**config.mk**
```make
export PLATFORM = sky130hd
export DESIGN_NAME = gb_host_top
export DESIGN_NICKNAME = d
export VERILOG_FILES = /design/src/gb_host_pkg.sv /design/src/gb_host_top.sv /design/src/backup_ram_sequencer.sv /design/src/fast_forward_latch.sv /design/src/palette_loader.sv /design/src/cheat_code_loader.sv /design/src/download_decoder.sv
export SDC_FILE = /design/constraint.sdc
export NUM_CORES = 1
export LEC_CHECK = 0
export BUFFER_PORTS_ARGS = -buffer_cell sky130_fd_sc_hd__buf_4
export CAP_MARGIN = 25
export CELL_PAD_IN_SITES_DETAIL_PLACEMENT = 1
export CELL_PAD_IN_SITES_GLOBAL_PLACEMENT = 2
export CORE_AREA = 2 2 239 241
export DETAILED_ROUTE_END_ITERATION = 16
export DIE_AREA = 0 0 241 243
export PLACE_DENSITY_LB_ADDON = 0.1
export SLEW_MARGIN = 10
export SYNTH_ARGS = -nofsm -noshare
export SYNTH_HDL_FRONTEND = slang
export SYNTH_SLANG_ARGS = --single-unit
```
**constraint.sdc**
```tcl
create_clock -name clk_sys -period 5 [get_ports clk_sys]
set_input_delay 0 -clock clk_sys [delete_from_list [all_inputs] [get_ports clk_sys]]
set_output_delay 0 -clock clk_sys [all_outputs]
set_load 0.01 [all_outputs]
```
**src/gb_host_pkg.sv**
```systemverilog
/* Shared types, download kinds, file-type codes and the default palette
   for the emulator host glue */
package gb_host_pkg;

	// Download port
	typedef logic [24:0] ioctl_addr_t;
	typedef logic [15:0] ioctl_data_t;
	typedef logic [7:0]  filetype_t;

	// What the active download carries
	typedef enum logic [3:0] {
		KIND_NONE,
		KIND_CART,
		KIND_MEGADUCK,
		KIND_PALETTE,
		KIND_SGB_BORDER,
		KIND_CGB_BOOT,
		KIND_DMG_BOOT,
		KIND_SGB_BOOT,
		KIND_CHEAT
	} download_kind_e;

	// Cheat record, integer fields in big endian byte order
	typedef struct packed {
		logic        strobe;
		logic [31:0] flags;
		logic [31:0] address;
		logic [31:0] compare;
		logic [31:0] replace;
	} gg_code_t;

	// Four 24-bit colours, then 32 spare bits
	typedef logic [127:0] palette_t;

	localparam palette_t PALETTE_RESET = 128'h828214517356305A5F1A3B4900000000;

	// Backup RAM transfers
	typedef logic [31:0] lba_t;
	typedef logic [7:0]  buff_addr_t;
	typedef logic [7:0]  block_mask_t;

	// Real-time clock words
	typedef logic [31:0] rtc_stamp_t;
	typedef logic [47:0] rtc_saved_t;

	// File-type codes
	localparam logic [5:0] FT_CART_LOW = 6'h01;
	localparam filetype_t  FT_CART_ALT = 8'h80;
	localparam filetype_t  FT_MEGADUCK = 8'h81;
	localparam filetype_t  FT_CHEAT    = 8'hFF;

endpackage
```
**src/gb_host_top.sv**
```systemverilog
/* Host-side glue top: download decode, cheats, palette,
   fast forward and backup RAM sequencing */
`timescale 1ns/1ns

module gb_host_top import gb_host_pkg::*; #(
	parameter int FF_HOLD_CYCLES = 20
) (
	input  logic           clk_sys,
	input  logic           reset,
	// Download port
	input  logic           ioctl_download,
	input  logic           ioctl_wr,
	input  ioctl_addr_t    ioctl_addr,
	input  ioctl_data_t    ioctl_dout,
	input  filetype_t      filetype,
	// User controls
	input  logic           ff_button,
	input  logic           osd_status,
	// Storage host
	input  logic           sd_ack,
	input  buff_addr_t     sd_buff_addr,
	input  ioctl_data_t    sd_buff_dout,
	input  logic           sd_buff_wr,
	input  logic           img_mounted,
	input  logic           img_readonly,
	input  logic [63:0]    img_size,
	// Save control and cartridge state
	input  logic           bk_load_req,
	input  logic           bk_save_req,
	input  logic           autosave,
	input  logic           cram_wr,
	input  logic           cart_has_save,
	input  block_mask_t    ram_mask_file,
	input  logic           rtc_inuse,
	input  rtc_stamp_t     rtc_timestamp,
	input  rtc_saved_t     rtc_savedtime,
	input  ioctl_data_t    bk_q,
	output download_kind_e download_kind,
	output logic           using_real_cgb_bios,
	output gg_code_t       gg_code,
	output logic           gg_reset,
	output palette_t       palette,
	output logic           fast_forward,
	output lba_t           sd_lba,
	output logic           sd_rd,
	output logic           sd_wr,
	output ioctl_data_t    sd_buff_din,
	output logic [15:0]    bk_addr,
	output ioctl_data_t    bk_data,
	output logic           bk_wr,
	output logic           bk_rtc_wr,
	output logic           bk_loading,
	output logic           sav_pending,
	output logic           sav_supported
);

	download_decoder download_decoder0 (
		.clk_sys             (clk_sys),
		.reset               (reset),
		.ioctl_download      (ioctl_download),
		.filetype            (filetype),
		.download_kind       (download_kind),
		.using_real_cgb_bios (using_real_cgb_bios)
	);

	cheat_code_loader cheat_code_loader0 (
		.clk_sys       (clk_sys),
		.reset         (reset),
		.download_kind (download_kind),
		.ioctl_wr      (ioctl_wr),
		.ioctl_addr    (ioctl_addr),
		.ioctl_dout    (ioctl_dout),
		.gg_code       (gg_code),
		.gg_reset      (gg_reset)
	);

	palette_loader palette_loader0 (
		.clk_sys       (clk_sys),
		.reset         (reset),
		.download_kind (download_kind),
		.ioctl_wr      (ioctl_wr),
		.ioctl_dout    (ioctl_dout),
		.palette       (palette)
	);

	fast_forward_latch #(
		.FF_HOLD_CYCLES (FF_HOLD_CYCLES)
	) fast_forward_latch0 (
		.clk_sys        (clk_sys),
		.reset          (reset),
		.ff_button      (ff_button),
		.ioctl_download (ioctl_download),
		.osd_status     (osd_status),
		.fast_forward   (fast_forward)
	);

	backup_ram_sequencer backup_ram_sequencer0 (
		.clk_sys       (clk_sys),
		.reset         (reset),
		.download_kind (download_kind),
		.img_mounted   (img_mounted),
		.img_readonly  (img_readonly),
		.img_size      (img_size),
		.bk_load_req   (bk_load_req),
		.bk_save_req   (bk_save_req),
		.autosave      (autosave),
		.osd_status    (osd_status),
		.cram_wr       (cram_wr),
		.cart_has_save (cart_has_save),
		.ram_mask_file (ram_mask_file),
		.rtc_inuse     (rtc_inuse),
		.rtc_timestamp (rtc_timestamp),
		.rtc_savedtime (rtc_savedtime),
		.sd_ack        (sd_ack),
		.sd_buff_addr  (sd_buff_addr),
		.sd_buff_dout  (sd_buff_dout),
		.sd_buff_wr    (sd_buff_wr),
		.bk_q          (bk_q),
		.sd_lba        (sd_lba),
		.sd_rd         (sd_rd),
		.sd_wr         (sd_wr),
		.sd_buff_din   (sd_buff_din),
		.bk_addr       (bk_addr),
		.bk_data       (bk_data),
		.bk_wr         (bk_wr),
		.bk_rtc_wr     (bk_rtc_wr),
		.bk_loading    (bk_loading),
		.sav_pending   (sav_pending),
		.sav_supported (sav_supported)
	);

endmodule

```
**src/backup_ram_sequencer.sv**
```systemverilog
/* Backup RAM load and save sequencer, block by block, with the
   extra RTC block and the save data steering */
`timescale 1ns/1ns

module backup_ram_sequencer import gb_host_pkg::*; (
	input  logic           clk_sys,
	input  logic           reset,
	input  download_kind_e download_kind,
	input  logic           img_mounted,
	input  logic           img_readonly,
	input  logic [63:0]    img_size,
	input  logic           bk_load_req,
	input  logic           bk_save_req,
	input  logic           autosave,
	input  logic           osd_status,
	input  logic           cram_wr,
	input  logic           cart_has_save,
	input  block_mask_t    ram_mask_file,
	input  logic           rtc_inuse,
	input  rtc_stamp_t     rtc_timestamp,
	input  rtc_saved_t     rtc_savedtime,
	input  logic           sd_ack,
	input  buff_addr_t     sd_buff_addr,
	input  ioctl_data_t    sd_buff_dout,
	input  logic           sd_buff_wr,
	input  ioctl_data_t    bk_q,
	output lba_t           sd_lba,
	output logic           sd_rd,
	output logic           sd_wr,
	output ioctl_data_t    sd_buff_din,
	output logic [15:0]    bk_addr,
	output ioctl_data_t    bk_data,
	output logic           bk_wr,
	output logic           bk_rtc_wr,
	output logic           bk_loading,
	output logic           sav_pending,
	output logic           sav_supported
);

	typedef enum logic {BK_IDLE, BK_ACTIVE} bk_state_e;

	bk_state_e bk_state;
	logic      downloading;
	logic      old_downloading;
	logic      dl_start;
	logic      dl_end;
	logic      bk_ena;
	logic      new_load;
	logic      bk_load;
	logic      bk_save;
	logic      old_load;
	logic      old_save;
	logic      old_ack;
	logic      ack_rise;
	logic      ack_fall;
	logic      rtc_block;
	logic      last_block;

	assign downloading = (download_kind == KIND_CART);
	assign dl_start    = !old_downloading && downloading;
	assign dl_end      = old_downloading && !downloading;
	assign ack_rise    = !old_ack && sd_ack;
	assign ack_fall    = old_ack && !sd_ack;

	assign sav_supported = cart_has_save && bk_ena;
	assign bk_load = bk_load_req | new_load;
	assign bk_save = bk_save_req | (sav_pending & osd_status & autosave);

	// Blocks past the save RAM hold the clock state
	assign rtc_block  = sd_lba[7:0] > ram_mask_file;
	assign last_block = rtc_inuse ? rtc_block : (sd_lba[7:0] >= ram_mask_file);

	////////////////////
	// Enable and flags
	////////////////////

	always_ff @(posedge clk_sys) begin
		if (reset) begin
			old_downloading <= 1'b0;
			bk_ena          <= 1'b0;
			new_load        <= 1'b0;
			sav_pending     <= 1'b0;
		end else begin
			old_downloading <= downloading;
			if (dl_start)
				bk_ena <= 1'b0;
			// Save image is mounted before the cart download ends
			if (downloading && img_mounted && !img_readonly)
				bk_ena <= 1'b1;

			if (dl_end && sav_supported)
				new_load <= 1'b1;
			else if (bk_state != BK_IDLE)
				new_load <= 1'b0;

			if (cram_wr && !osd_status && sav_supported)
				sav_pending <= 1'b1;
			else if (bk_state != BK_IDLE)
				sav_pending <= 1'b0;
		end
	end

	////////////////////
	// Transfer FSM
	////////////////////

	always_ff @(posedge clk_sys) begin
		if (reset) begin
			old_load   <= 1'b0;
			old_save   <= 1'b0;
			old_ack    <= 1'b0;
			sd_rd      <= 1'b0;
			sd_wr      <= 1'b0;
			sd_lba     <= '0;
			bk_loading <= 1'b0;
			bk_state   <= BK_IDLE;
		end else begin
			old_load <= bk_load;
			old_save <= bk_save;
			old_ack  <= sd_ack;

			// Host has taken the request
			if (ack_rise) begin
				sd_rd <= 1'b0;
				sd_wr <= 1'b0;
			end

			case (bk_state)
				BK_IDLE: begin
					if (bk_ena && ((!old_load && bk_load) || (!old_save && bk_save))) begin
						bk_state   <= BK_ACTIVE;
						bk_loading <= bk_load;
						sd_lba     <= '0;
						sd_rd      <= bk_load;
						sd_wr      <= !bk_load;
					end
					if (dl_end && |img_size && bk_ena) begin
						bk_state   <= BK_ACTIVE;
						bk_loading <= 1'b1;
						sd_lba     <= '0;
						sd_rd      <= 1'b1;
						sd_wr      <= 1'b0;
					end
				end
				BK_ACTIVE: begin
					if (ack_fall) begin
						if (last_block) begin
							bk_loading <= 1'b0;
							bk_state   <= BK_IDLE;
						end else begin
							sd_lba <= sd_lba + 32'd1;
							sd_rd  <= bk_loading;
							sd_wr  <= !bk_loading;
						end
					end
				end
				default: bk_state <= BK_IDLE;
			endcase
		end
	end

	////////////////////
	// Data steering
	////////////////////

	assign bk_addr   = {sd_lba[7:0], sd_buff_addr};
	assign bk_data   = sd_buff_dout;
	assign bk_wr     = !rtc_block && sd_buff_wr && sd_ack;
	assign bk_rtc_wr = rtc_block && sd_buff_wr && sd_ack;

	// The RTC block holds the timestamp, the saved time, then padding
	always_comb begin
		if (!rtc_block) begin
			sd_buff_din = bk_q;
		end else begin
			case (sd_buff_addr)
				8'd0:    sd_buff_din = rtc_timestamp[15:0];
				8'd1:    sd_buff_din = rtc_timestamp[31:16];
				8'd2:    sd_buff_din = rtc_savedtime[15:0];
				8'd3:    sd_buff_din = rtc_savedtime[31:16];
				8'd4:    sd_buff_din = rtc_savedtime[47:32];
				default: sd_buff_din = 16'hFFFF;
			endcase
		end
	end

	rd_wr_exclusive: assert property (
		@(posedge clk_sys) disable iff (reset) !(sd_rd && sd_wr)
	);

	// Request must be gone by the cycle after the host acknowledges
	req_drops_after_ack: assert property (
		@(posedge clk_sys) disable iff (reset) $rose(sd_ack) |=> !(sd_rd || sd_wr)
	);

	// Clock words only go out when the cartridge has a clock
	bk_wr_exclusive: assert property (
		@(posedge clk_sys) disable iff (reset) bk_rtc_wr |-> rtc_inuse && !bk_wr
	);

endmodule

```
**src/fast_forward_latch.sv**
```systemverilog
/* Fast-forward button with tap-to-latch behaviour */
`timescale 1ns/1ns

module fast_forward_latch #(
	parameter int FF_HOLD_CYCLES = 20
) (
	input  logic clk_sys,
	input  logic reset,
	input  logic ff_button,
	input  logic ioctl_download,
	input  logic osd_status,
	output logic fast_forward
);

	localparam int CNT_W = $clog2(FF_HOLD_CYCLES + 1);
	localparam logic [CNT_W-1:0] HOLD_MAX = CNT_W'(FF_HOLD_CYCLES);

	logic             press;
	logic             last_press;
	logic             ff_latch;
	logic             ff_was_held;
	logic [CNT_W-1:0] ff_count;

	// Button is ignored while loading or in the menu
	assign press = ff_button && !ioctl_download && !osd_status;

	always_ff @(posedge clk_sys) begin
		if (reset) begin
			last_press   <= 1'b0;
			ff_latch     <= 1'b0;
			ff_was_held  <= 1'b0;
			ff_count     <= '0;
			fast_forward <= 1'b0;
		end else begin
			last_press <= press;

			// Saturates so long holds never wrap into a tap
			if (press && ff_count != HOLD_MAX)
				ff_count <= ff_count + 1'b1;

			if (!last_press && press) begin
				ff_latch <= 1'b0;
				ff_count <= '0;
			end

			// On release a short tap latches unless the last release already did
			if (last_press && !press) begin
				ff_was_held <= 1'b0;
				if (ff_count < HOLD_MAX && !ff_was_held) begin
					ff_was_held <= 1'b1;
					ff_latch    <= 1'b1;
				end
			end

			fast_forward <= press | ff_latch;
		end
	end

endmodule

```
**src/palette_loader.sv**
```systemverilog
/* Custom four-colour palette shift register */
`timescale 1ns/1ns

module palette_loader import gb_host_pkg::*; (
	input  logic           clk_sys,
	input  logic           reset,
	input  download_kind_e download_kind,
	input  logic           ioctl_wr,
	input  ioctl_data_t    ioctl_dout,
	output palette_t       palette
);

	logic pal_wr;

	assign pal_wr = (download_kind == KIND_PALETTE) && ioctl_wr;

	// Palette file bytes come in little endian pairs
	always_ff @(posedge clk_sys) begin
		if (reset) begin
			palette <= PALETTE_RESET;
		end else if (pal_wr) begin
			palette <= {palette[111:0], ioctl_dout[7:0], ioctl_dout[15:8]};
		end
	end

endmodule

```
**src/cheat_code_loader.sv**
```systemverilog
/* Cheat record assembly from the 16-bit download stream,
   plus the cheat-table reset */
`timescale 1ns/1ns

module cheat_code_loader import gb_host_pkg::*; (
	input  logic           clk_sys,
	input  logic           reset,
	input  download_kind_e download_kind,
	input  logic           ioctl_wr,
	input  ioctl_addr_t    ioctl_addr,
	input  ioctl_data_t    ioctl_dout,
	output gg_code_t       gg_code,
	output logic           gg_reset
);

	logic code_wr;

	assign code_wr = (download_kind == KIND_CHEAT) && ioctl_wr;

	// Clear the table at the first word of a cheat file,
	// and on any cart or palette download
	assign gg_reset = (code_wr && ioctl_addr == '0) ||
		(download_kind == KIND_CART) ||
		(download_kind == KIND_PALETTE);

	////////////////////
	// Record assembly
	////////////////////

	always_ff @(posedge clk_sys) begin
		if (reset) begin
			gg_code.strobe <= 1'b0;
		end else begin
			gg_code.strobe <= code_wr && (ioctl_addr[3:0] == 4'd14);
		end

		// Eight words per record, bottom half word first
		if (code_wr) begin
			case (ioctl_addr[3:0])
				4'd0:  gg_code.flags[15:0]    <= ioctl_dout;
				4'd2:  gg_code.flags[31:16]   <= ioctl_dout;
				4'd4:  gg_code.address[15:0]  <= ioctl_dout;
				4'd6:  gg_code.address[31:16] <= ioctl_dout;
				4'd8:  gg_code.compare[15:0]  <= ioctl_dout;
				4'd10: gg_code.compare[31:16] <= ioctl_dout;
				4'd12: gg_code.replace[15:0]  <= ioctl_dout;
				4'd14: gg_code.replace[31:16] <= ioctl_dout;
				default: ;
			endcase
		end
	end

	// The core clocks in one code per strobe
	strobe_single_cycle: assert property (
		@(posedge clk_sys) disable iff (reset)
		gg_code.strobe |=> !gg_code.strobe
	);

endmodule

```
**src/download_decoder.sv**
```systemverilog
/* Download classifier and sticky CGB boot-ROM flag */
`timescale 1ns/1ns

module download_decoder import gb_host_pkg::*; (
	input  logic           clk_sys,
	input  logic           reset,
	input  logic           ioctl_download,
	input  filetype_t      filetype,
	output download_kind_e download_kind,
	output logic           using_real_cgb_bios
);

	// Megaduck shares the low six bits with the cart code, so it is tested first
	always_comb begin
		download_kind = KIND_NONE;
		if (ioctl_download) begin
			if (filetype == FT_MEGADUCK) begin
				download_kind = KIND_MEGADUCK;
			end else if (filetype[5:0] == FT_CART_LOW || filetype == FT_CART_ALT) begin
				download_kind = KIND_CART;
			end else begin
				case (filetype)
					8'd2:     download_kind = KIND_SGB_BORDER;
					8'd3:     download_kind = KIND_PALETTE;
					8'd4:     download_kind = KIND_CGB_BOOT;
					8'd5:     download_kind = KIND_DMG_BOOT;
					8'd6:     download_kind = KIND_SGB_BOOT;
					FT_CHEAT: download_kind = KIND_CHEAT;
					default:  download_kind = KIND_NONE;
				endcase
			end
		end
	end

	// Once a real CGB boot ROM was loaded it stays in use
	always_ff @(posedge clk_sys) begin
		if (reset) begin
			using_real_cgb_bios <= 1'b0;
		end else if (download_kind == KIND_CGB_BOOT) begin
			using_real_cgb_bios <= 1'b1;
		end
	end

endmodule

```
Yosys cells after proc, flatten, opt, wreduce, memory -nomap -nowiden
Cells that the tools add are included.

Bits in registers: 310. Bits in latches: 0. RAM bits: 0. Memory bits (read-only): 0. Memories kept: 0.

Add/subtract/negate cells: 2. Multipliers: 0. Divide/modulo/power cells: 0. Order comparisons: 3. Equal/unequal tests: 29. Shift-type cells: 0. Muxes and demuxes: 43. Bitwise gates (word level): 6. Reduce and logical (&&, ||, !) cells: 66.

Operators by type and width (count): $mux 32 (4); $pmux 16 s5 (1); $pmux 32 s2 (1); $reduce_or 64->1 (1); $add 32x1->32 const B (1); $eq 8x2->1 const B (4); $eq 8x3->1 const B (4); $logic_and 1x1->1 (29); $mux 1 (28); $logic_not 25->1 (1); $eq 8x8->1 const B (3); $pmux 4 s6 (1); $eq 4x4->1 const B (5); $mux 16 (1); $reduce_and 2->1 (8); $logic_not 1->1 (15); $eq 4x3->1 const B (3); $mux 4 (3); $eq 4x2->1 const B (2); $eq 8x1->1 const B (1); $ge 8x8->1 (1); $gt 8x8->1 (1); $logic_not 8->1 (1); $pmux 1 s2 (4); other kinds (15) (26).

Depth between registers and ports, before layout
Depth in word-level cells: 12. Mapped depth: 10. Depth with buffers taken out: 8.

By module
From an unflattened synthesis, not the netlist that was laid out.

Cell total of the unflattened synthesis: 1215. Area total of the unflattened synthesis: 13545.5 um2.

Modules (own cells, without submodules): palette_loader (times used 1, cells an instance 482, area an instance 5106.1 um2); cheat_code_loader (times used 1, cells an instance 156, area an instance 4042.6 um2); backup_ram_sequencer (times used 1, cells an instance 497, area an instance 3764.9 um2); fast_forward_latch (times used 1, cells an instance 53, area an instance 441.7 um2); download_decoder (times used 1, cells an instance 27, area an instance 190.2 um2).

Least setup slack after synthesis
Ideal clock, no wire load.

Kind: input to register. Start point: input filetype[2]. End point: register cheat_code_loader0.gg_code[100] (netlist name). Data arrival time: 2.854 ns. Data required time: 4.560 ns. Setup slack: 1.706 ns. Cell stages on the path: 5. Buffers on the path: 1. Cells stage by stage: clkbuf_1 nand4_1 nor3_1 nand2_1 nor4b_1.

Cells in the longest elaborated chain, start to end: 8. Elaborated cells on any way between the ends: 17. Classes of those cells: eq/ne (10); mux (4); reduce/logical (3).

Ends and longest elaborated chain: from (decl) (line gb_host_top.sv:15) `input filetype_t filetype,`; $eq 8x8->1 (tied with other cells) (line download_decoder.sv:22) `case (filetype)`; $pmux 4 s6 or $logic_or 1x1->1 (tied branches) (line download_decoder.sv:22, download_decoder.sv:19); $mux 4 (line download_decoder.sv:19) `end else if (filetype[5:0] == FT_CART_LOW || filetype == FT_CART_ALT) begin`; $mux 4 * (line download_decoder.sv:17) `if (filetype == FT_MEGADUCK) begin`; $mux 4 * (line download_decoder.sv:16) `if (ioctl_download) begin`; net download_kind[3] (line gb_host_top.sv:38) `output download_kind_e download_kind,`; $eq 4x4->1 * (line cheat_code_loader.sv:18) `assign code_wr = (download_kind == KIND_CHEAT) && ioctl_wr;`; $logic_and 1x1->1 * (line cheat_code_loader.sv:18); $reduce_and 2->1 (no line) *.

Mark *: on every way through the listed nets, which the timed path passes. The rest lies on a longest branch. A chain may end at the register's enable or synchronous reset.

Worst setup path after layout
Start point: register backup_ram_sequencer0.sd_lba[0]. End point: register backup_ram_sequencer0.sd_lba[8].

Cells in the longest elaborated chain, start to end: 4. Elaborated cells on any way between the ends: 9. Classes of those cells: add/sub (1); order compare (2); eq/ne (1); mux (4); reduce/logical (1).

Ends and longest elaborated chain: from (decl) (line backup_ram_sequencer.sv:27) `output lba_t sd_lba,`; from (signal assigned) (line backup_ram_sequencer.sv:151) `sd_lba <= sd_lba + 32'd1;`; $add 32x1->32 (tied with other cells) (line backup_ram_sequencer.sv:151); $mux 32 or $mux 1 (tied branches) (line backup_ram_sequencer.sv:147, backup_ram_sequencer.sv:71); $mux 32 or $ne 2x2->1 (tied branches); $pmux 32 s2 or $reduce_and 3->1 (tied branches).

Parallel ways exist; a longest one is shown, timed or not. The select of a mux whose other input is x is not followed.

==> results.json <==
{
  "p_sw_share_pct": 22.7,
  "fin_crit_sh_pct": 63.9,
  "status": "finished, final reports clean",
  "fmax_ghz": 0.313,
  "finalHoldViolCount": 0,
  "reg2reg_depth": 8,
  "worst_pin_slew_ns": 1.04,
  "dp_hpwl_mm": 42.8,
  "avgSynthCellArea_um2": 10.1,
  "rsz0062_at_grt": "no",
  "p_per_area_nw_per_um2": 294,
  "cts_sinks": 310,
  "crit_arrival_ns": 3.67,
  "final_cell_mix": "buf_4 (594), nand2_1 (301), dfxtp_1 (182), edfxtp_1 (128), a21oi_1 (112)",
  "final_util_pct": 34.4,
  "p_int_uw": 4370,
  "maxCapViolations": 0,
  "grt_start_max_net_pins": 129,
  "layout_commonest_cell": "buf_4",
  "drcViolationCount": 0,
  "grt_usage_pct": 18.8,
  "ant_nets": 0,
  "clockBufferDepth": 3,
  "grt-ovfl-total": 0,
  "worst_setup_path_end_kind": "flop",
  "cp-start-kind": "flop",
  "final_area_um2": 19300,
  "syn_to_final_growth_pct": 52.0,
  "routedWlPerCell_um": 21.6,
  "ys_seq_area_share_pct": 59.0,
  "yosys_warnings": 0,
  "first_pass_iters": 5,
  "holdPathStages": 0,
  "synth_top_area_cell": "edfxtp_1",
  "num_vias": 11800,
  "start_util_pct": 22.7,
  "fin_setup_tns_ns": 0,
  "synth_top_flop_cell": "dfxtp_1",
  "die_w_um": 241,
  "grt_pass1_wl_mm": 82.8,
  "first_iter_violations": 536,
  "syn_inst": 1256,
  "drive_gt1_share_pct": 37.4,
  "post-route-min-period_ns": 3.20,
  "switching_power_uw": 1290,
  "yosys_register_bits": 310,
  "grt_pass1_vias": 12500,
  "wl_mm": 56.5,
  "cts_inserted_buffers": 38,
  "slew_violations": 0,
  "p_leak_uw": 0.00787,
  "relSlewSlack_pct": 30.3,
  "clkPwrFrac_pct": 47.2,
  "crit_fanout": 20,
  "cts_tree": "yes",
  "netlist_area_um2": 12700,
  "cts_resized": 0,
  "seqPwrFrac_pct": 46.6,
  "place_area_um2": 17700,
  "io_buffer_count": 575,
  "rows": 87,
  "total_power_uw": 5660,
  "async_reset_ff_share_pct": 0,
  "fillers": 6463,
  "core_area_um2": 56000,
  "design.die.area_um2": 58600,
  "antenna_found_initial": 1,
  "diodes": 0,
  "path_class": "flop to flop",
  "synth_top_area_share_pct": 30.3,
  "cts-root-buf": "clkbuf_16",
  "synth.distinct_cells": 68,
  "vdd_drop_max_v": 0.000182,
  "fin_skew_ns": 0.0135,
  "fp.dieH_um": 243,
  "combPwrFrac_pct": 6.2,
  "gp_congestion": 0.844,
  "worstPathRequired_ns": 5.47,
  "io_pins": 608,
  "clk_latency_ns": 0.56,
  "ys_top_cells_by_area": "edfxtp_1 (30%), dfxtp_1 (29%), nand2_1 (8.9%), a21oi_1 (4.4%), nand3_1 (2.6%)",
  "syn_nets": 1524,
  "finalSetupViolations": 0,
  "synth_edf_count": 128,
  "layout.nets": 2103,
  "hold_path.class": "input pin to output port",
  "cts_max_level": 2,
  "path_clk_slew_ns": 0.05,
  "vias_per_cell": 4.52
}
cell usage after synthesis (all sizes together), types with 11 or more instances:
cell and n:
nand3 66, nor4 25, mux2i 13, nor2 44, edfxtp 128, clkbuf 29, nand4 19, inv 27
mux2 16, a2bb2oi 17, a222oi 16, ha 11, or3 12, nand2 301, buf 73, dfxtp 182
a21oi 112, a22o 18, o21ai 16, nor3 21
worst max-delay path, stage by stage (launching register included):
cell,delay [ns]
dfxtp_1,0.44
inv_1,0.07
ha_1,0.28
nand2b_1,0.15
a2111oi_0,0.64
o41ai_1,0.31
a21boi_2,0.82
o21ai_0,0.21
a31oi_1,0.20
power by group through the flow:
stage                     sequential [uW]  combinational (uW)  clock, uW
after CTS                            2640                 359       2780
final                                2640                 353       2670
after global routing                 2630                 384       2880
after global placement               2690                 326          0
after floorplan                      2690                 117          0
after detailed placement             2690                 332          0
cell families (layout without fill, tap and decap cells):
kind of cell,after synthesis,count (layout),share of synthesized area (%)
flops,310,310,59.0
mux,29,29,2.45
simple gates,534,534,19.4
xor+xnor,8,8,0.553
compound gates,235,235,12.4
fa+ha+maj,11,11,1.09
buf+inv,129,738,5.15
through the flow:
step	worst slack, ns	instances	hold slack [ns]
2_1_floorplan	1.71	1256	0.0604
3_3_place_gp	1.88	2504	0.0000686
3_5_place_dp	1.80	2508	0.0000686
4_1_cts	1.79	2621	0.0000686
5_1_grt	1.53	2621	0.0000199
6_report	1.80	2621	0.00000392
worst paths after layout:
kind,slack (ns),end,startpoint
worst max-delay path,1.80,backup_ram_sequencer0.sd_lba[8]$_SDFFE_PP0P_,backup_ram_sequencer0.sd_lba[0]$_SDFFE_PP0P_
worst max register to register,1.80,backup_ram_sequencer0.sd_lba[8]$_SDFFE_PP0P_,backup_ram_sequencer0.sd_lba[0]$_SDFFE_PP0P_
worst min register to register,0.45,palette_loader0.palette[122]$_SDFFE_PP0P_,palette_loader0.palette[122]$_SDFFE_PP0P_
worst min-delay path,0.000004,bk_data[5],sd_buff_dout[5]
sequential cells by signal (all words and copies together) (netlist names), 5 cells and up:
register and count:
backup_ram_sequencer0.sd_lba 32, cheat_code_loader0.gg_code 129, palette_loader0.palette 128, fast_forward_latch0.ff_count 5
layout make-up:
class                   instances  area [um^2]  share of cell area (%)
clock buffers                  52         1050                    5.47
clock inverters                18          139                   0.721
inverters                      27          101                   0.526
multi-input cells             817         4590                    23.8
flip-flops and latches        310         7490                    38.8
well taps                     756          946                    4.91
repair buffers                641         4960                    25.7
metal layers:
metal	wire length, um	vias up	part of all wire (%)	GRT usage [%]
li1	-	5633	-	-
met1	24100	5737	43	23.6
met2	26900	404	48	31.4
met3	4190	66	7.4	5.05
met4	1300	0	2.3	5.32
met5	0	-	0	0
what timing repair did:
item	4_1_cts	5_1_grt
setup buffers	0	0
hold buffers	43	0
endpoints found under the hold margin	200	0
No activity file was read; power rests on OpenSTA's default activity.
